## src/source/mem_pkg.sv

```systemverilog
package mem_pkg;

    // default widths, the top level checks its parameters against these
    localparam int TAG_WIDTH  = 6;
    localparam int PREG_WIDTH = 7;

    typedef logic [31:0]           word_t;
    typedef logic [TAG_WIDTH-1:0]  tag_t;  // reorder buffer index
    typedef logic [PREG_WIDTH-1:0] preg_t; // physical destination register
    typedef logic [3:0]            sel_t;  // wishbone byte select

    // bit 3 marks a store, bits 2:0 are the RISC-V funct3
    typedef logic [3:0] mem_op_t;

    localparam mem_op_t OP_LB  = 4'b0000;
    localparam mem_op_t OP_LH  = 4'b0001;
    localparam mem_op_t OP_LW  = 4'b0010;
    localparam mem_op_t OP_LBU = 4'b0100;
    localparam mem_op_t OP_LHU = 4'b0101;
    localparam mem_op_t OP_SB  = 4'b1000;
    localparam mem_op_t OP_SH  = 4'b1001;
    localparam mem_op_t OP_SW  = 4'b1010;

    // access controller states
    typedef enum logic {
        IDLE,
        BUS
    } ctrl_state_t;

endpackage

```

## src/source/mem_req_queue.sv

```systemverilog
module mem_req_queue #(
    parameter int QUEUE_DEPTH = 4
) (
    input  logic             clk,
    input  logic             rst,
    input  logic             flush,
    input  logic             push,
    input  mem_pkg::mem_op_t push_op,
    input  mem_pkg::word_t   push_addr,
    input  mem_pkg::word_t   push_wdata,
    input  mem_pkg::tag_t    push_tag,
    input  mem_pkg::preg_t   push_dest,
    input  logic             pop,
    output logic             full,
    output logic             empty,
    output mem_pkg::mem_op_t head_op,
    output mem_pkg::word_t   head_addr,
    output mem_pkg::word_t   head_wdata,
    output mem_pkg::tag_t    head_tag,
    output mem_pkg::preg_t   head_dest
);
    localparam int AW = $clog2(QUEUE_DEPTH);

    mem_pkg::mem_op_t op_mem    [QUEUE_DEPTH];
    mem_pkg::word_t   addr_mem  [QUEUE_DEPTH];
    mem_pkg::word_t   wdata_mem [QUEUE_DEPTH];
    mem_pkg::tag_t    tag_mem   [QUEUE_DEPTH];
    mem_pkg::preg_t   dest_mem  [QUEUE_DEPTH];

    logic [AW:0] wr_ptr; // extra msb is the wrap bit
    logic [AW:0] rd_ptr;
    logic        do_push;

    if (QUEUE_DEPTH < 2 || (1 << AW) != QUEUE_DEPTH) begin : g_depth_check
        $error("mem_req_queue: QUEUE_DEPTH must be a power of two, at least 2");
    end

    assign empty   = (wr_ptr == rd_ptr);
    assign full    = (wr_ptr[AW] != rd_ptr[AW]) && (wr_ptr[AW-1:0] == rd_ptr[AW-1:0]);
    assign do_push = push && !full && !flush; // a request in a flush cycle is lost

    // pointers
    always_ff @(posedge clk) begin
        if (rst || flush) begin
            wr_ptr <= '0;
            rd_ptr <= '0;
        end else begin
            if (do_push) begin
                wr_ptr <= wr_ptr + 1'b1;
            end
            if (pop && !empty) begin
                rd_ptr <= rd_ptr + 1'b1;
            end
        end
    end

    // entry storage
    always_ff @(posedge clk) begin
        if (do_push) begin
            op_mem[wr_ptr[AW-1:0]]    <= push_op;
            addr_mem[wr_ptr[AW-1:0]]  <= push_addr;
            wdata_mem[wr_ptr[AW-1:0]] <= push_wdata;
            tag_mem[wr_ptr[AW-1:0]]   <= push_tag;
            dest_mem[wr_ptr[AW-1:0]]  <= push_dest;
        end
    end

    assign head_op    = op_mem[rd_ptr[AW-1:0]];
    assign head_addr  = addr_mem[rd_ptr[AW-1:0]];
    assign head_wdata = wdata_mem[rd_ptr[AW-1:0]];
    assign head_tag   = tag_mem[rd_ptr[AW-1:0]];
    assign head_dest  = dest_mem[rd_ptr[AW-1:0]];

    // the requester has to honour full, the controller has to honour empty
    a_no_push_full: assert property (@(posedge clk) disable iff (rst) !(push && full))
        else $error("mem_req_queue: push while full");
    a_no_pop_empty: assert property (@(posedge clk) disable iff (rst) !(pop && empty))
        else $error("mem_req_queue: pop while empty");

endmodule

```

## src/source/mem_access_ctrl.sv

```systemverilog
module mem_access_ctrl (
    input  logic             clk,
    input  logic             rst,
    input  logic             flush,
    input  logic             q_empty,
    input  mem_pkg::mem_op_t q_op,
    input  mem_pkg::word_t   q_addr,
    input  mem_pkg::word_t   q_wdata,
    input  mem_pkg::tag_t    q_tag,
    input  mem_pkg::preg_t   q_dest,
    input  mem_pkg::word_t   wb_dat_r,
    input  logic             wb_ack,
    output logic             q_pop,
    output logic             wb_cyc,
    output logic             wb_stb,
    output logic             wb_we,
    output mem_pkg::word_t   wb_adr,
    output mem_pkg::sel_t    wb_sel,
    output mem_pkg::word_t   wb_dat_w,
    output logic             acc_done,
    output mem_pkg::mem_op_t acc_op,
    output logic [1:0]       acc_offset,
    output mem_pkg::tag_t    acc_tag,
    output mem_pkg::preg_t   acc_dest,
    output mem_pkg::word_t   acc_rdata
);
    mem_pkg::ctrl_state_t state;
    mem_pkg::mem_op_t     lat_op;
    mem_pkg::word_t       lat_addr;
    mem_pkg::word_t       lat_wdata;
    mem_pkg::tag_t        lat_tag;
    mem_pkg::preg_t       lat_dest;
    logic                 discard; // response of this access is garbage
    logic                 is_byte;
    logic                 is_half;
    logic                 is_word;

    assign q_pop = (state == mem_pkg::IDLE) && !q_empty && !flush;

    always_ff @(posedge clk) begin
        if (rst) begin
            state   <= mem_pkg::IDLE;
            wb_stb  <= 1'b0;
            discard <= 1'b0;
        end else begin
            case (state)
                mem_pkg::IDLE: begin
                    if (q_pop) begin
                        state   <= mem_pkg::BUS;
                        wb_stb  <= 1'b1;
                        discard <= 1'b0;
                    end
                end
                mem_pkg::BUS: begin
                    if (flush) begin
                        discard <= 1'b1; // still finish the cycle on the bus
                    end
                    if (wb_ack) begin
                        state  <= mem_pkg::IDLE;
                        wb_stb <= 1'b0;
                    end
                end
                default: state <= mem_pkg::IDLE;
            endcase
        end
    end

    // head entry captured at the pop
    always_ff @(posedge clk) begin
        if (q_pop) begin
            lat_op    <= q_op;
            lat_addr  <= q_addr;
            lat_wdata <= q_wdata;
            lat_tag   <= q_tag;
            lat_dest  <= q_dest;
        end
    end

    // access size
    always_comb begin
        is_byte = 1'b0;
        is_half = 1'b0;
        is_word = 1'b0;
        case (lat_op)
            mem_pkg::OP_LB, mem_pkg::OP_LBU, mem_pkg::OP_SB: is_byte = 1'b1;
            mem_pkg::OP_LH, mem_pkg::OP_LHU, mem_pkg::OP_SH: is_half = 1'b1;
            mem_pkg::OP_LW, mem_pkg::OP_SW:                  is_word = 1'b1;
            default: ;
        endcase
    end

    always_comb begin
        if (is_byte) begin
            wb_sel   = 4'b0001 << lat_addr[1:0];
            wb_dat_w = {4{lat_wdata[7:0]}}; // byte on every lane
        end else if (is_half) begin
            wb_sel   = 4'b0011 << lat_addr[1:0];
            wb_dat_w = {2{lat_wdata[15:0]}};
        end else begin
            wb_sel   = 4'b1111;
            wb_dat_w = lat_wdata;
        end
    end

    assign wb_cyc = (state == mem_pkg::BUS);
    assign wb_we  = lat_op[3];
    assign wb_adr = {lat_addr[31:2], 2'b00}; // word aligned

    // a flush in the ack cycle also kills the response
    assign acc_done   = wb_cyc && wb_ack && !discard && !flush;
    assign acc_op     = lat_op;
    assign acc_offset = lat_addr[1:0];
    assign acc_tag    = lat_tag;
    assign acc_dest   = lat_dest;
    assign acc_rdata  = wb_dat_r;

    a_stb_in_cyc: assert property (@(posedge clk) disable iff (rst) wb_stb |-> wb_cyc)
        else $error("mem_access_ctrl: stb without cyc");

    a_aligned: assert property (@(posedge clk) disable iff (rst)
        wb_cyc |-> !(is_half && lat_addr[0]) && !(is_word && lat_addr[1:0] != 2'b00))
        else $error("mem_access_ctrl: misaligned access");

    a_hold: assert property (@(posedge clk) disable iff (rst)
        wb_cyc && !wb_ack |=> wb_cyc && wb_stb && $stable(wb_adr) && $stable(wb_sel)
            && $stable(wb_we) && $stable(wb_dat_w))
        else $error("mem_access_ctrl: bus outputs changed before ack");

endmodule

```

## src/source/mem_writeback.sv

```systemverilog
module mem_writeback (
    input  logic             clk,
    input  logic             rst,
    input  logic             flush,
    input  logic             acc_done,
    input  mem_pkg::mem_op_t acc_op,
    input  logic [1:0]       acc_offset,
    input  mem_pkg::tag_t    acc_tag,
    input  mem_pkg::preg_t   acc_dest,
    input  mem_pkg::word_t   acc_rdata,
    output logic             res_valid,
    output logic             res_store,
    output mem_pkg::tag_t    res_tag,
    output mem_pkg::preg_t   res_dest,
    output mem_pkg::word_t   res_data
);
    logic [7:0]     byte_sel;
    logic [15:0]    half_sel;
    mem_pkg::word_t load_data;

    assign byte_sel = acc_rdata[8*acc_offset +: 8];
    assign half_sel = acc_rdata[16*acc_offset[1] +: 16]; // offset is even here

    // extension by funct3
    always_comb begin
        case (acc_op)
            mem_pkg::OP_LB:  load_data = {{24{byte_sel[7]}}, byte_sel};
            mem_pkg::OP_LBU: load_data = {24'b0, byte_sel};
            mem_pkg::OP_LH:  load_data = {{16{half_sel[15]}}, half_sel};
            mem_pkg::OP_LHU: load_data = {16'b0, half_sel};
            mem_pkg::OP_LW:  load_data = acc_rdata;
            default:         load_data = '0; // stores broadcast zero
        endcase
    end

    always_ff @(posedge clk) begin
        if (rst || flush) begin
            res_valid <= 1'b0;
        end else begin
            res_valid <= acc_done; // single cycle per access
        end
    end

    always_ff @(posedge clk) begin
        if (acc_done) begin
            res_store <= acc_op[3];
            res_tag   <= acc_tag;
            res_dest  <= acc_dest;
            res_data  <= load_data;
        end
    end

endmodule

```

## src/source/mem_unit.sv

```systemverilog
module mem_unit #(
    parameter int TAG_WIDTH   = mem_pkg::TAG_WIDTH,
    parameter int PREG_WIDTH  = mem_pkg::PREG_WIDTH,
    parameter int QUEUE_DEPTH = 4
) (
    input  logic                  clk,
    input  logic                  rst,
    input  logic                  flush,
    input  logic                  req_valid,
    output logic                  req_ready,
    input  mem_pkg::mem_op_t      req_op,
    input  mem_pkg::word_t        req_addr,
    input  mem_pkg::word_t        req_wdata,
    input  logic [TAG_WIDTH-1:0]  req_tag,
    input  logic [PREG_WIDTH-1:0] req_dest,
    output logic                  wb_cyc,
    output logic                  wb_stb,
    output logic                  wb_we,
    output mem_pkg::word_t        wb_adr,
    output mem_pkg::sel_t         wb_sel,
    output mem_pkg::word_t        wb_dat_w,
    input  mem_pkg::word_t        wb_dat_r,
    input  logic                  wb_ack,
    output logic                  res_valid,
    output logic                  res_store,
    output logic [TAG_WIDTH-1:0]  res_tag,
    output logic [PREG_WIDTH-1:0] res_dest,
    output mem_pkg::word_t        res_data
);
    logic                  q_full;
    logic                  q_empty;
    logic                  q_pop;
    mem_pkg::mem_op_t      q_op;
    mem_pkg::word_t        q_addr;
    mem_pkg::word_t        q_wdata;
    logic [TAG_WIDTH-1:0]  q_tag;
    logic [PREG_WIDTH-1:0] q_dest;

    logic                  acc_done;
    mem_pkg::mem_op_t      acc_op;
    logic [1:0]            acc_offset;
    logic [TAG_WIDTH-1:0]  acc_tag;
    logic [PREG_WIDTH-1:0] acc_dest;
    mem_pkg::word_t        acc_rdata;

    // the submodules carry tags and registers as package types
    if (TAG_WIDTH != $bits(mem_pkg::tag_t)) begin : g_tag_check
        $error("mem_unit: TAG_WIDTH does not match mem_pkg::tag_t");
    end
    if (PREG_WIDTH != $bits(mem_pkg::preg_t)) begin : g_preg_check
        $error("mem_unit: PREG_WIDTH does not match mem_pkg::preg_t");
    end

    assign req_ready = !q_full;

    mem_req_queue #(
        .QUEUE_DEPTH(QUEUE_DEPTH)
    ) req_queue_i (
        .clk(clk), .rst(rst), .flush(flush),
        .push(req_valid && req_ready),
        .push_op(req_op), .push_addr(req_addr), .push_wdata(req_wdata),
        .push_tag(req_tag), .push_dest(req_dest),
        .pop(q_pop), .full(q_full), .empty(q_empty),
        .head_op(q_op), .head_addr(q_addr), .head_wdata(q_wdata),
        .head_tag(q_tag), .head_dest(q_dest)
    );

    mem_access_ctrl access_ctrl_i (
        .clk(clk), .rst(rst), .flush(flush),
        .q_empty(q_empty), .q_op(q_op), .q_addr(q_addr), .q_wdata(q_wdata),
        .q_tag(q_tag), .q_dest(q_dest), .wb_dat_r(wb_dat_r), .wb_ack(wb_ack),
        .q_pop(q_pop), .wb_cyc(wb_cyc), .wb_stb(wb_stb), .wb_we(wb_we),
        .wb_adr(wb_adr), .wb_sel(wb_sel), .wb_dat_w(wb_dat_w),
        .acc_done(acc_done), .acc_op(acc_op), .acc_offset(acc_offset),
        .acc_tag(acc_tag), .acc_dest(acc_dest), .acc_rdata(acc_rdata)
    );

    mem_writeback writeback_i (
        .clk(clk), .rst(rst), .flush(flush),
        .acc_done(acc_done), .acc_op(acc_op), .acc_offset(acc_offset),
        .acc_tag(acc_tag), .acc_dest(acc_dest), .acc_rdata(acc_rdata),
        .res_valid(res_valid), .res_store(res_store), .res_tag(res_tag),
        .res_dest(res_dest), .res_data(res_data)
    );

endmodule

```

## config.mk

```make
export PLATFORM = sky130hd
export DESIGN_NAME = mem_unit
export DESIGN_NICKNAME = d
export VERILOG_FILES = /design/src/source/mem_pkg.sv /design/src/source/mem_req_queue.sv /design/src/source/mem_access_ctrl.sv /design/src/source/mem_writeback.sv /design/src/source/mem_unit.sv
export SDC_FILE = /design/constraint.sdc
export NUM_CORES = 1
export LEC_CHECK = 0
export BUFFER_PORTS_ARGS = -buffer_cell sky130_fd_sc_hd__buf_4
export CAP_MARGIN = 20
export CORE_MARGIN = 1.5
export CORE_UTILIZATION = 60
export DETAILED_ROUTE_END_ITERATION = 7
export GPL_ROUTABILITY_DRIVEN = 0
export PLACE_DENSITY_LB_ADDON = 0.1
export REMOVE_ABC_BUFFERS = 1
export SLEW_MARGIN = 10
export SYNTH_ARGS = -nofsm -noshare
export SYNTH_HDL_FRONTEND = slang
export SYNTH_SLANG_ARGS = --single-unit
```

## constraint.sdc

```tcl
create_clock -name clk -period 15.8 [get_ports clk]
set_clock_uncertainty 0.05 [all_clocks]
set_input_delay 1.58 -clock clk [delete_from_list [all_inputs] [get_ports clk]]
set_output_delay 1.58 -clock clk [all_outputs]
set_load 0.01 [all_outputs]
```

Word-level counts from Yosys, hierarchy flattened
Memory sizes are Yosys's and may differ from the RTL's. A register that Yosys moved wholly into a read port is not among the register bits.
Index checks and enable logic that the tools add are counted.
Widths: inputs -> output; s select.
{"block": "word_totals", "romBits": 0, "mem_bits_rw": 324, "in_bits": 118, "latchBits": 0, "n_memories": 5, "out_inout_bits": 119, "ff_bits": 56, "word_cells": 72}
{"memory": "req_queue_i.addr_mem", "depth": 4, "width": 32, "rd": 1, "rd_ports_with_merged_regs": 1, "wr": 1, "line": "mem_req_queue.sv:25", "rtl": "mem_pkg::word_t addr_mem [QUEUE_DEPTH];"}
{"memory": "req_queue_i.wdata_mem", "depth": 4, "width": 32, "rd": 1, "rd_ports_with_merged_regs": 1, "wr": 1, "line": "mem_req_queue.sv:26", "rtl": "mem_pkg::word_t wdata_mem [QUEUE_DEPTH];"}
{"memory": "req_queue_i.dest_mem", "depth": 4, "width": 7, "rd": 1, "rd_ports_with_merged_regs": 1, "wr": 1, "line": "mem_req_queue.sv:28", "rtl": "mem_pkg::preg_t dest_mem [QUEUE_DEPTH];"}
{"memory": "req_queue_i.tag_mem", "depth": 4, "width": 6, "rd": 1, "rd_ports_with_merged_regs": 1, "wr": 1, "line": "mem_req_queue.sv:27", "rtl": "mem_pkg::tag_t tag_mem [QUEUE_DEPTH];"}
{"memory": "req_queue_i.op_mem", "depth": 4, "width": 4, "rd": 1, "rd_ports_with_merged_regs": 1, "wr": 1, "line": "mem_req_queue.sv:24", "rtl": "mem_pkg::mem_op_t op_mem [QUEUE_DEPTH];"}
{"block": "op_classes", "shift": 4, "magnitude_cmp": 0, "n_bitwise": 1, "mul": 0, "n_div": 0, "n_eq_ne": 12, "reduce_logical": 20, "n_addsub": 2, "mux": 18}
{"cell": "$pmux 32 s5", "n": 1}
{"cell": "$mux 32", "n": 2}
{"cell": "$shiftx 32x6->16", "n": 1}
{"cell": "$shiftx 32x6->8", "n": 1}
{"cell": "$logic_and 1x1->1", "n": 10}
{"cell": "$mux 1", "n": 10}
{"cell": "$eq 4x3->1 const B", "n": 2}
{"cell": "$eq 4x4->1 const B", "n": 2}
{"cell": "$mux 4", "n": 2}
{"cell": "$add 3x1->3 const B", "n": 2}
{"cell": "$ne 2x2->1 const B", "n": 3}
{"cell": "$pmux 1 s2", "n": 3}
{"cell": "$reduce_or 3->1", "n": 2}
{"cell": "$eq 4x1->1 const B", "n": 1}
{"cell": "$eq 4x2->1 const B", "n": 1}
{"cell": "$logic_not 1->1", "n": 4}
{"cell": "$logic_not 4->1", "n": 1}
{"cell": "$reduce_and 2->1", "n": 2}
{"cell": "$shl 1x2->4 const A", "n": 1}
{"cell": "$shl 2x2->4 const A", "n": 1}
{"cell": "$eq 3x3->1", "n": 1}
{"cell": "$eq 2x2->1", "n": 1}
{"cell": "$logic_or 1x1->1", "n": 1}
{"cell": "$ne 1x1->1", "n": 1}
{"cell": "$not 1->1", "n": 1}

Longest topological paths before layout
Gate-level depths: netlist of run 1.
{"block": "depth", "word_depth": 8, "mapped_depth": 6, "mapped_depth_nobuf": 5}

Cells and area by module
Synthesis of run 1 repeated with hierarchy kept, for this count alone.
{"block": "unflattened", "cells_unflattened": 820, "hier_area_um2": 17666.9}
{"mod": "mem_req_queue", "seq_area_each_um2": 9889.5, "n_inst": 1, "area_per_inst_um2": 12224.2, "cells_each": 489}
{"mod": "mem_access_ctrl", "seq_area_each_um2": 2492.4, "n_inst": 1, "area_per_inst_um2": 3388.2, "cells_each": 189}
{"mod": "mem_writeback", "seq_area_each_um2": 1401.3, "n_inst": 1, "area_per_inst_um2": 2044.5, "cells_each": 140}
{"mod": "mem_unit", "seq_area_each_um2": 0.0, "n_inst": 1, "area_per_inst_um2": 10.0, "cells_each": 2}

Worst setup path before layout of run 1
No wires, ideal clock.
{"block": "synth_timing", "path_kind": "input -> register", "from": "input port req_valid", "to": "memory req_queue_i.addr_mem[3][0] in the netlist's numbering (enable)", "slack_ns": 7.738, "required_ns": 15.130, "t_arrival_ns": 7.392, "setup_ns": 0.620, "n_path_buf": 1, "cell_stages": 3, "cell_sequence": "clkbuf_1 nand2_1 nor3_1"}
{"block": "synth_via", "elab_chain_len": 5}
{"item": "start: declaration", "line": "mem_unit.sv:9", "rtl": "input logic req_valid,"}
{"item": "$logic_and 1x1->1", "line": "mem_unit.sv:60", "rtl": ".push(req_valid && req_ready),"}
{"item": "$logic_and 1x1->1 (2 in series)", "line": "mem_req_queue.sv:40", "rtl": "assign do_push = push && !full && !flush;"}
{"item": "$mux 1", "line": "mem_req_queue.sv:59", "rtl": "if (do_push) begin"}
{"item": "$mux 1 (not written as such)", "line": "mem_req_queue.sv:61", "rtl": "addr_mem[wr_ptr[AW-1:0]] <= push_addr;"}
{"item": "end: declaration", "line": "mem_req_queue.sv:25"}
Every way passes these cells.

Worst setup path after layout of run 1
{"block": "layout_timing", "from": "register access_ctrl_i.lat_op[2], in the netlist access_ctrl_i.acc_op[2], read port of req_queue_i.op_mem", "to": "output port wb_dat_w[10]"}
{"block": "layout_via", "elab_chain_len": 4, "word_cells_on_any_way": 6, "classes_between": "eq/ne (2); mux (2); reduce/logical (2)"}
{"item": "start: declaration", "line": "mem_access_ctrl.sv:28", "rtl": "mem_pkg::mem_op_t lat_op;"}
{"item": "$eq 4x3->1, or another cell as far along", "line": "mem_access_ctrl.sv:84", "rtl": "case (lat_op)"}
{"item": "$reduce_or 3->1 (*)", "line": "mem_access_ctrl.sv:84"}
{"item": "$mux 1 (*)", "line": "mem_access_ctrl.sv:84"}
{"item": "$mux 32 (*)", "line": "mem_access_ctrl.sv:93", "rtl": "if (is_byte) begin"}
{"item": "end: declaration", "line": "mem_unit.sv:21", "rtl": "output mem_pkg::word_t wb_dat_w,"}
Mark *: on every way between the ends. The rest lies on a longest branch, timed or not.

==> impl_metrics.csv, run 1 <==
group,metric,value,unit
drt,routedWlPerCell,22.8,um
cts,cts_buffers,44,
pwr,p_sw,535,uW
die,core,0.0287,mm^2
drt,wirelength,33700,um
timing,final_hold_viol_count,0,
logic_synthesis,synth_xor_area_share,0.301,%
timing,fmax,233,MHz
drt,drtIter0Drc,759,
drt,drt-pass1-iter-count,5,
critical_path,start_kind,"register",
logic_synthesis,synth_most_common_cell,"edfxtp_1",
logic_synthesis,synthTopCellsByCount,"edfxtp_1 (451), mux4_2 (82), a21oi_1 (30), nand2_1 (28), mux2_2 (25)",
layout,area_delta_synth_final,20.1,%
cts,cts_hold_buffers,0,
global_route,grt_overflow,0,
timing,setup_violations,0,
logic_synthesis,synth.area.top_cells,"edfxtp_1 (78%), mux4_2 (11%), mux2_2 (1.6%)",
logic_synthesis,syn_area,0.0175,mm^2
cts,post_cts_buffers,0,
pwr,total_power,2600,uW
logic_synthesis,synth_top_family_by_area,"multiplexers",
die,rows,62,
pwr,ir_worst_vdd,101,uV
global_route,antenna_found_initial,1,
logic_synthesis,seq_area_frac_synth,78.7,%
timing,rsz0062_at_grt,"false",
logic_synthesis,ys.warnings.count,0,
critical_path,cp-end-kind,"output pin",
cts,ctsResizeCount,0,
die,die_area,0.0302,mm^2
cts,clock-sinks,461,
cts,insertion_delay,550,ps
placement,dp_hpwl,20500,um
drt,vias,8576,
critical_path,worst-path-max-fanout,21,
layout,drive_gt1_share,40.1,%
pwr,p_per_area,124,mW/mm^2
critical_path,crit_path_max_incr_delay,840,ps
layout,diodes,0,
timing,max_slew.worst_pin.slew,983,ps
die,floorplan.initialDensity,60.9,%
pwr,p_seq_share,54.2,%
cts,cts_tree,"yes",
logic_synthesis,async_reset_ff_share,0,%
layout,nNetsFinal,1185,
critical_path,path_cells,"a211oi_4 -> mux2_2 -> buf_4",
critical_path,worstPathRequired,14170,ps
drt,ant_nets,0,
pwr,power_frac_comb,6.8,%
cts,clockBufferDepth,3,
critical_path,crit_type,"reg2out",
logic_synthesis,yosys-mux-area-fraction,12.8,%
cts,clkTransAtPathRegs,60,ps
die,die_width,174,um
logic_synthesis,synth_adder_area_share,0.645,%
timing,slew_violations,0,
flow_run,max_cap_viol_count,0,
logic_synthesis,yosysTopAreaCell,"edfxtp_1",
pwr,leakage,0.00711,uW
cts,root_buffer,"clkbuf_16",
critical_path,crit_slowest_cell,"a211oi_4",
logic_synthesis,synth-edff-count,451,
logic_synthesis,synth_compound_gate_area_share,3.02,%
timing,fin_crit_sh,27.1,%
logic_synthesis,syn_inst,814,
cts,cts_max_level,2,
logic_synthesis,postSynthRegisterBits,461,
global_route,grt_pass1_wl,50800,um
global_route,grt_max_degree,68,
pwr,p_int,2060,uW
timing,period_minus_slack,4290,ps
run_status,status,"finished, final reports clean",
die,die_h,174,um
drt,drt_drc_violations_left,0,
placement,portBuffers,234,
timing,tns,0,ps
layout,fin_area,0.0210,mm^2
logic_synthesis,yosysTopAreaCellShare,77.5,%
logic_synthesis,synth_cell_types,48,
min_path,min_path_type,"reg2reg",
critical_path,worstPathArrival,2660,ps
logic_synthesis,synth.avg_cell_area,21.5,um^2
global_route,grt_usage,22.7,%
logic_synthesis,yosys.area_share.simple,2.49,%
timing,holdWs,366,ps
timing,max-slew-margin-rel,34.5,%
placement,placed_cell_area,0.0195,mm^2
die,pin_count,237,
drt,vias_per_cell,5.80,
pwr,p_sw_share,20.6,%
global_route,grt_pass1_vias,8518,
pwr,power_frac_clock,39.0,%
logic_synthesis,ys.flop_type,"edfxtp_1",
-- per-layer routing --
layer	vias up	share of wire, %	global-route usage (%)
li1	3835	-	-
met1	4309	41	32.2
met2	369	49	36.4
met3	61	7.2	4.45
met4	2	2.3	7.04
met5	-	0.047	0
-- final cells by class --
type	instances	area, um^2
Fill cell	1762	7730
Multi-Input combinational cell	288	3400
Inverter	15	58.8
Timing Repair Buffer	248	1880
Clock inverter	25	206
Tap cell	384	480
Clock buffer	57	1200
Sequential cell	461	13800
-- registers in the layout, indices dropped and copies added (netlist names), 16 cells and up --
register,flops
req_queue_i.wdata_mem,128
req_queue_i.dest_mem,28
req_queue_i.tag_mem,24
writeback_i.res_data,32
access_ctrl_i.lat_addr,32
req_queue_i.op_mem,16
req_queue_i.addr_mem,128
access_ctrl_i.lat_wdata,32
-- power groups by stage --
stage | clock [uW] | combinational [uW] | sequential [uW]
2_1_floorplan | 0 | 82.2 | 1440
3_3_place_gp | 0 | 169 | 1440
3_5_place_dp | 0 | 172 | 1440
4_1_cts | 1030 | 173 | 1410
5_1_grt | 1070 | 190 | 1410
6_report | 1010 | 176 | 1410
-- logic make-up (layout without fill, tap and decap cells) --
family / count (synthesis) / after routing
AO/OA/AOI/OAI: 74 / 74
flip-flops: 461 / 461
buffers and inverters: 66 / 345
multiplexers: 117 / 117
AND/OR/NAND/NOR: 80 / 80
adder cells (fa/ha/maj): 9 / 9
other: 1 / 2
XOR/XNOR: 6 / 6
-- critical path, delay by kind of cell, from the launching register on --
family / cells / cell delay [ps]
flip-flops: 1 / 700
multiplexers: 1 / 410
buffers and inverters: 1 / 160
AO/OA/AOI/OAI: 1 / 840
-- per-stage QoR --
stage | cells | worst slack [ps] | util [%]
floorplan | 764 | 5620 | -
global placement | 1395 | 11990 | 68.1
finish | 1478 | 11510 | 73.1
detailed placement | 1395 | 11900 | 68.1
CTS | 1477 | 11350 | 73.0
global route | 1478 | 11400 | 73.1
-- final timing paths --
kind | from | endpoint | slack, ps | cells past startpoint
setup / recovery | access_ctrl_i.acc_op[2]$_DFFE_PP_ | wb_dat_w[10] | 11510 | 3
hold reg to reg | access_ctrl_i.acc_dest[5]$_DFFE_PP_ | writeback_i.res_dest[5]$_DFFE_PP_ | 370 | 0
hold / removal | access_ctrl_i.acc_dest[5]$_DFFE_PP_ | writeback_i.res_dest[5]$_DFFE_PP_ | 370 | 0
setup reg to reg | req_queue_i.rd_ptr[0]$_SDFFE_PP0P_ | req_queue_i.addr_mem[3][18]$_DFFE_PP_ | 12480 | 6
-- placed cells by master (no fill, tap or decap), types with 10 or more instances in the layout --
master and instances:
a21oi_1 30, nor2_1 11, mux2i_1 10, nand2_1 28, inv_1 14, mux2_2 25
mux4_2 82, edfxtp_1 451, clkbuf_16 46, buf_4 247, clkbuf_1 10, clkinv_2 10
Power figures use the tool's default switching activity.
==> inputs of run 2 (changes only) <==
--- a/config.mk
+++ b/config.mk
@@ -8,7 +8,7 @@
 export BUFFER_PORTS_ARGS = -buffer_cell sky130_fd_sc_hd__buf_4
 export CAP_MARGIN = 20
 export CORE_MARGIN = 1.5
-export CORE_UTILIZATION = 60
+export CORE_UTILIZATION = 52
 export DETAILED_ROUTE_END_ITERATION = 7
 export GPL_ROUTABILITY_DRIVEN = 0
 export PLACE_DENSITY_LB_ADDON = 0.1
==> constraint.sdc (replaced) <==
create_clock -name clk -period 3.8 [get_ports clk]
set_clock_uncertainty 0.05 [all_clocks]
set_input_delay 0.38 -clock clk [delete_from_list [all_inputs] [get_ports clk]]
set_output_delay 0.38 -clock clk [all_outputs]
set_load 0.01 [all_outputs]
==> impl_metrics.csv, run 2 (synthesis gave the netlist of run 1 again) <==
group,metric,value,unit
run_status,status,"finished, final reports clean",
global_route,grt_max_degree,86,
cts,post_cts_buffers,0,
global_route,grt_usage,20.2,%
pwr,ir_worst_vdd,435,uV
pwr,p_sw_share,20.7,%
critical_path,crit_type,"reg2out",
cts,clockBufferDepth,3,
pwr,power_frac_comb,7.4,%
cts,cts_buffers,46,
timing,fin_crit_sh,81.8,%
drt,ant_nets,0,
critical_path,crit_slowest_cell,"a211oi_4",
die,die_area,0.0347,mm^2
global_route,met1_usage,28.0,%
pwr,p_sw,2270,uW
timing,slew_violations,0,
global_route,grt_pass1_vias,8975,
placement,portBuffers,234,
drt,routedWlPerCell,21.5,um
drt,vias_per_cell,5.47,
pwr,power_frac_clock,39.3,%
flow_run,max_cap_viol_count,0,
die,pin_count,237,
layout,post-route-util,66.9,%
layout,area_delta_synth_final,25.5,%
drt,drt-pass1-iter-count,5,
critical_path,start_kind,"register",
timing,setup_violations,0,
timing,fmax,322,MHz
die,die_width,186,um
drt,drt_drc_violations_left,0,
layout,nNetsFinal,1268,
pwr,leakage,0.00745,uW
timing,period_minus_slack,3110,ps
die,core,0.0328,mm^2
drt,vias,8831,
critical_path,worstPathArrival,2680,ps
cts,root_buffer,"clkbuf_16",
min_path,min_path_type,"in2reg",
placement,placed_cell_area,0.0197,mm^2
timing,rsz0062_at_grt,"false",
critical_path,cp_top_family,"compound AO/OA/AOI/OAI gates",
timing,final_hold_viol_count,0,
global_route,antenna_found_initial,2,
layout,layout_commonest_cell,"edfxtp_1",
global_route,use_met2,33.4,%
placement,pre_cts_slack,1180,ps
die,die_h,186,um
timing,max_slew.worst_pin.slew,873,ps
cts,insertion_delay,540,ps
critical_path,worst-path-max-fanout,21,
layout,diodes,0,
critical_path,cp-end-kind,"output pin",
timing,max-slew-margin-rel,41.7,%
pwr,p_int,8710,uW
layout,final_cell_mix,"edfxtp_1 (451), buf_4 (244), mux4_2 (82)",
critical_path,worstPathRequired,3370,ps
cts,clock-sinks,461,
critical_path,path_cells,"a211oi_4 -> mux2_2 -> buf_4",
global_route,grt_pass1_wl,51900,um
pwr,p_per_area,500,mW/mm^2
cts,cts_tree,"yes",
global_route,busiest_layer,"met2",
global_route,grtUsageMet3,4.13,%
timing,setup_ws,693,ps
pwr,p_seq_share,53.3,%
cts,cts_max_level,2,
critical_path,crit_path_max_incr_delay,820,ps
die,rows,66,
critical_path,rrSetupSlack,1200,ps
global_route,grt_overflow,0,
cts,clkTransAtPathRegs,60,ps
layout,fin_area,0.0219,mm^2
drt,drtIter0Drc,739,
critical_path,worst-path-buf-inv,1,
die,floorplan.initialDensity,53.3,%
layout,drive_gt1_share,37.1,%
placement,dp_hpwl,20500,um
drt,wirelength,34700,um
## run 2: changes by cell type in the layout (fill, tap and decap cells not counted), moves of 2 or more
cell / before / now
clkinv_1: 7 / 10
clkinv_2: 10 / 3
buf_4: 247 / 244
dlygate4sd3_1: 0 / 79
buf_12: 0 / 6
clkbuf_8: 1 / 3
inv_6: 2 / 0
## run 2: cell type report
type / instances / area, um^2
fillers: 2167 / 10900
clock buffers: 61 / 1260
flip-flops and latches: 461 / 13800
well taps: 442 / 553
multi-input cells: 288 / 3400
repair buffers: 329 / 2740
inverters: 15 / 58.8
clock inverters: 19 / 174
## run 2: repair_timing
action                    CTS  global route
hold endpoints to repair  307             4
gates resized for setup     0             0
hold buffers               78             1
## run 2: path summary, 6_finish.rpt
check	depth (start not counted)	startpoint	to
worst max-delay path	3	access_ctrl_i.acc_op[3]$_DFFE_PP_	wb_dat_w[13]
worst min-delay path	1	req_wdata[6]	req_queue_i.wdata_mem[2][6]$_DFFE_PP_
worst max register to register	5	req_queue_i.rd_ptr[1]$_SDFFE_PP0P_	req_queue_i.addr_mem[2][5]$_DFFE_PP_
worst min register to register	0	access_ctrl_i.acc_tag[1]$_DFFE_PP_	writeback_i.res_tag[1]$_DFFE_PP_
## run 2: worst register-to-register path: stages (launching register included)
cell	delay [ps]
dfxtp_4	730
xor2_1	320
nor3_1	140
inv_1	140
and3_4	540
buf_4	370
## run 2: per-stage QoR
step / cells / TNS (ps) / total power (uW) / hold WS [ps]
4_1_cts: 1614 / 0 / 11100 / 3.61
5_1_grt: 1615 / 0 / 11400 / 1.98
3_5_place_dp: 1456 / 0 / 6710 / 355
6_report: 1615 / 0 / 11000 / 27.8
2_1_floorplan: 764 / -1790700 / 6340 / 350
3_3_place_gp: 1456 / 0 / 6690 / 351
## run 2: power by group through the flow
| stage | combinational [uW] | clock, uW | sequential (uW) |
|---|---|---|---|
| after floorplan | 342 | 0 | 6000 |
| after detailed placement | 756 | 0 | 5950 |
| after global placement | 747 | 0 | 5950 |
| final | 814 | 4320 | 5840 |
| after global routing | 881 | 4620 | 5860 |
| after CTS | 826 | 4390 | 5850 |
## run 2: routing by layer
| layer | share of wire [%] | vias to the layer above | routed length, um |
|---|---|---|---|
| met5 | 0.072 | - | 25 |
| li1 | - | 4000 | - |
| met4 | 2.0 | 4 | 679 |
| met1 | 43 | 4485 | 14800 |
| met2 | 49 | 289 | 17000 |
| met3 | 6.4 | 53 | 2240 |
==> inputs of run 3 (changes only) <==
--- a/config.mk
+++ b/config.mk
@@ -8,7 +8,7 @@
 export BUFFER_PORTS_ARGS = -buffer_cell sky130_fd_sc_hd__buf_4
 export CAP_MARGIN = 20
 export CORE_MARGIN = 1.5
-export CORE_UTILIZATION = 52
+export CORE_UTILIZATION = 57
 export DETAILED_ROUTE_END_ITERATION = 7
 export GPL_ROUTABILITY_DRIVEN = 0
 export PLACE_DENSITY_LB_ADDON = 0.1
==> constraint.sdc (replaced) <==
create_clock -name clk -period 3.09 [get_ports clk]
set_clock_uncertainty 0.05 [all_clocks]
set_input_delay 0.309 -clock clk [delete_from_list [all_inputs] [get_ports clk]]
set_output_delay 0.309 -clock clk [all_outputs]
set_load 0.01 [all_outputs]
==> impl_metrics.csv, run 3 (synthesis gave the netlist of run 1 again) <==
group,metric,value,unit
run_status,status,"finished, final reports clean",
timing,period_minus_slack,2850,ps
pwr,ir_worst_vdd,457,uV
timing,fin_crit_sh,92.3,%
timing,max_slew.worst_pin.slew,1070,ps
drt,drtIter0Drc,728,
drt,wirelength,34800,um
die,floorplan.initialDensity,58.5,%
min_path,min_path_type,"in2reg",
drt,drt-pass1-iter-count,5,
critical_path,cp-end-kind,"output pin",
die,pin_count,237,
global_route,antenna_found_initial,2,
cts,clock-sinks,461,
global_route,grt_pass1_vias,9145,
cts,insertion_delay,530,ps
critical_path,path_cells,"a21oi_4 -> buf_4 -> mux2_2 -> buf_4",
drt,ant_nets,0,
drt,drt_drc_violations_left,0,
drt,vias,9001,
timing,slew_violations,0,
placement,dp_cells,1405,
flow_run,max_cap_viol_count,0,
critical_path,crit_slowest_cell,"edfxtp_1",
layout,layout_commonest_cell,"edfxtp_1",
die,die_h,178,um
pwr,leakage,0.00753,uW
layout,fin_cells,1574,
critical_path,worstPathRequired,2730,ps
critical_path,start_kind,"register",
timing,max-slew-margin-rel,28.6,%
layout,final_cell_mix,"edfxtp_1 (451), buf_4 (241), dlygate4sd3_1 (83)",
cts,root_buffer,"clkbuf_16",
placement,portBuffers,234,
layout,nNetsFinal,1273,
cts,ctsResizeCount,0,
critical_path,worst-path-max-fanout,28,
die,rows,63,
global_route,grt_pass1_wl,52400,um
global_route,grt_usage,22.3,%
layout,post-route-util,73.8,%
drt,vias_per_cell,5.72,
drt,routedWlPerCell,22.1,um
layout,drive_gt1_share,37.2,%
timing,setup_violations,0,
die,die_area,0.0317,mm^2
global_route,grt_overflow,0,
critical_path,cpMostUsedCell,"buf_4",
timing,rsz0062_at_grt,"false",
die,die_width,178,um
cts,cts_max_level,2,
cts,clkTransAtPathRegs,60,ps
pwr,p_per_area,621,mW/mm^2
global_route,grt_max_degree,86,
critical_path,crit_type,"reg2out",
timing,final_hold_viol_count,0,
cts,cts_buffers,46,
placement,dp_hpwl,19900,um
timing,fmax,351,MHz
critical_path,crit_path_max_incr_delay,720,ps
cts,cts_tree,"yes",
die,core,0.0299,mm^2
cts,clockBufferDepth,3,
layout,area_delta_synth_final,26.2,%
critical_path,worstPathArrival,2490,ps
[run 3: changes by cell type in the layout (fill, tap and decap cells not counted), sizes merged]
cell | before | now
clkbuf | 61 | 58
clkinvlp | 2 | 1
bufinv | 3 | 5
buf | 250 | 251
dlygate4sd3 | 79 | 83
diode | 0 | 1
clkinv | 14 | 21
[run 3: worst paths after layout]
check,start,to,slack [ps],cells after the start
max,access_ctrl_i.acc_op[2]$_DFFE_PP_,wb_dat_w[22],240,4
min,wb_dat_r[13],writeback_i.res_data[13]$_DFFE_PP_,30,2
max reg2reg,req_queue_i.rd_ptr[2]$_SDFFE_PP0P_,req_queue_i.wdata_mem[2][28]$_DFFE_PP_,770,5
min reg2reg,access_ctrl_i.acc_dest[1]$_DFFE_PP_,writeback_i.res_dest[1]$_DFFE_PP_,370,0
[run 3: metrics by stage]
stage | setup slack, ps | total power, uW | hold slack, ps | cell area (um^2) | setup TNS [ps]
after floorplan | -7090 | 7800 | 328 | 17200 | -2175450
after global placement | 794 | 8230 | 352 | 19700 | 0
after detailed placement | 779 | 8250 | 355 | 19700 | 0
after CTS | 205 | 13800 | 13.3 | 22000 | 0
after global routing | 131 | 14100 | 16.1 | 22000 | 0
final | 239 | 13700 | 34.3 | 22000 | 0
[run 3: final cells by class]
class                           count  area [um^2]
Antenna cell                        1         2.50
Clock buffer                       58         1260
Clock inverter                     27          246
Fill cell                        1734         7830
Inverter                           15         58.8
Multi-Input combinational cell    288         3400
Sequential cell                   461        13800
Tap cell                          390          488
Timing Repair Buffer              334         2840
[run 3: per-layer routing]
| layer | wire [um] | GRT usage, % | up-vias | share of wire, % |
|---|---|---|---|---|
| met1 | 14500 | 30.8 | 4585 | 42 |
| met3 | 2240 | 4.26 | 61 | 6.4 |
| met5 | 13 | 0 | - | 0.037 |
| li1 | - | - | 4009 | - |
| met2 | 17300 | 36.9 | 344 | 50 |
| met4 | 643 | 5.85 | 2 | 1.8 |
[run 3: worst max-delay path: cells and delay by family (launching register included)]
family                 cells  cell delay [ps]
AO/OA/AOI/OAI              1              250
buffers and inverters      2              580
multiplexers               1              400
flip-flops                 1              720
[run 3: timing repair]
action / in CTS / in global routing
setup buffers: 0 / 0
hold buffers: 83 / 0
setup endpoints to repair: 0 / 0
hold endpoints to repair: 328 / 0
[run 3: power breakdown]
| part | internal (uW) | switching, uW |
|---|---|---|
| Combinational | 520 | 496 |
| Clock | 3290 | 2190 |
| Sequential | 7100 | 86.2 |
| Total | 10900 | 2780 |
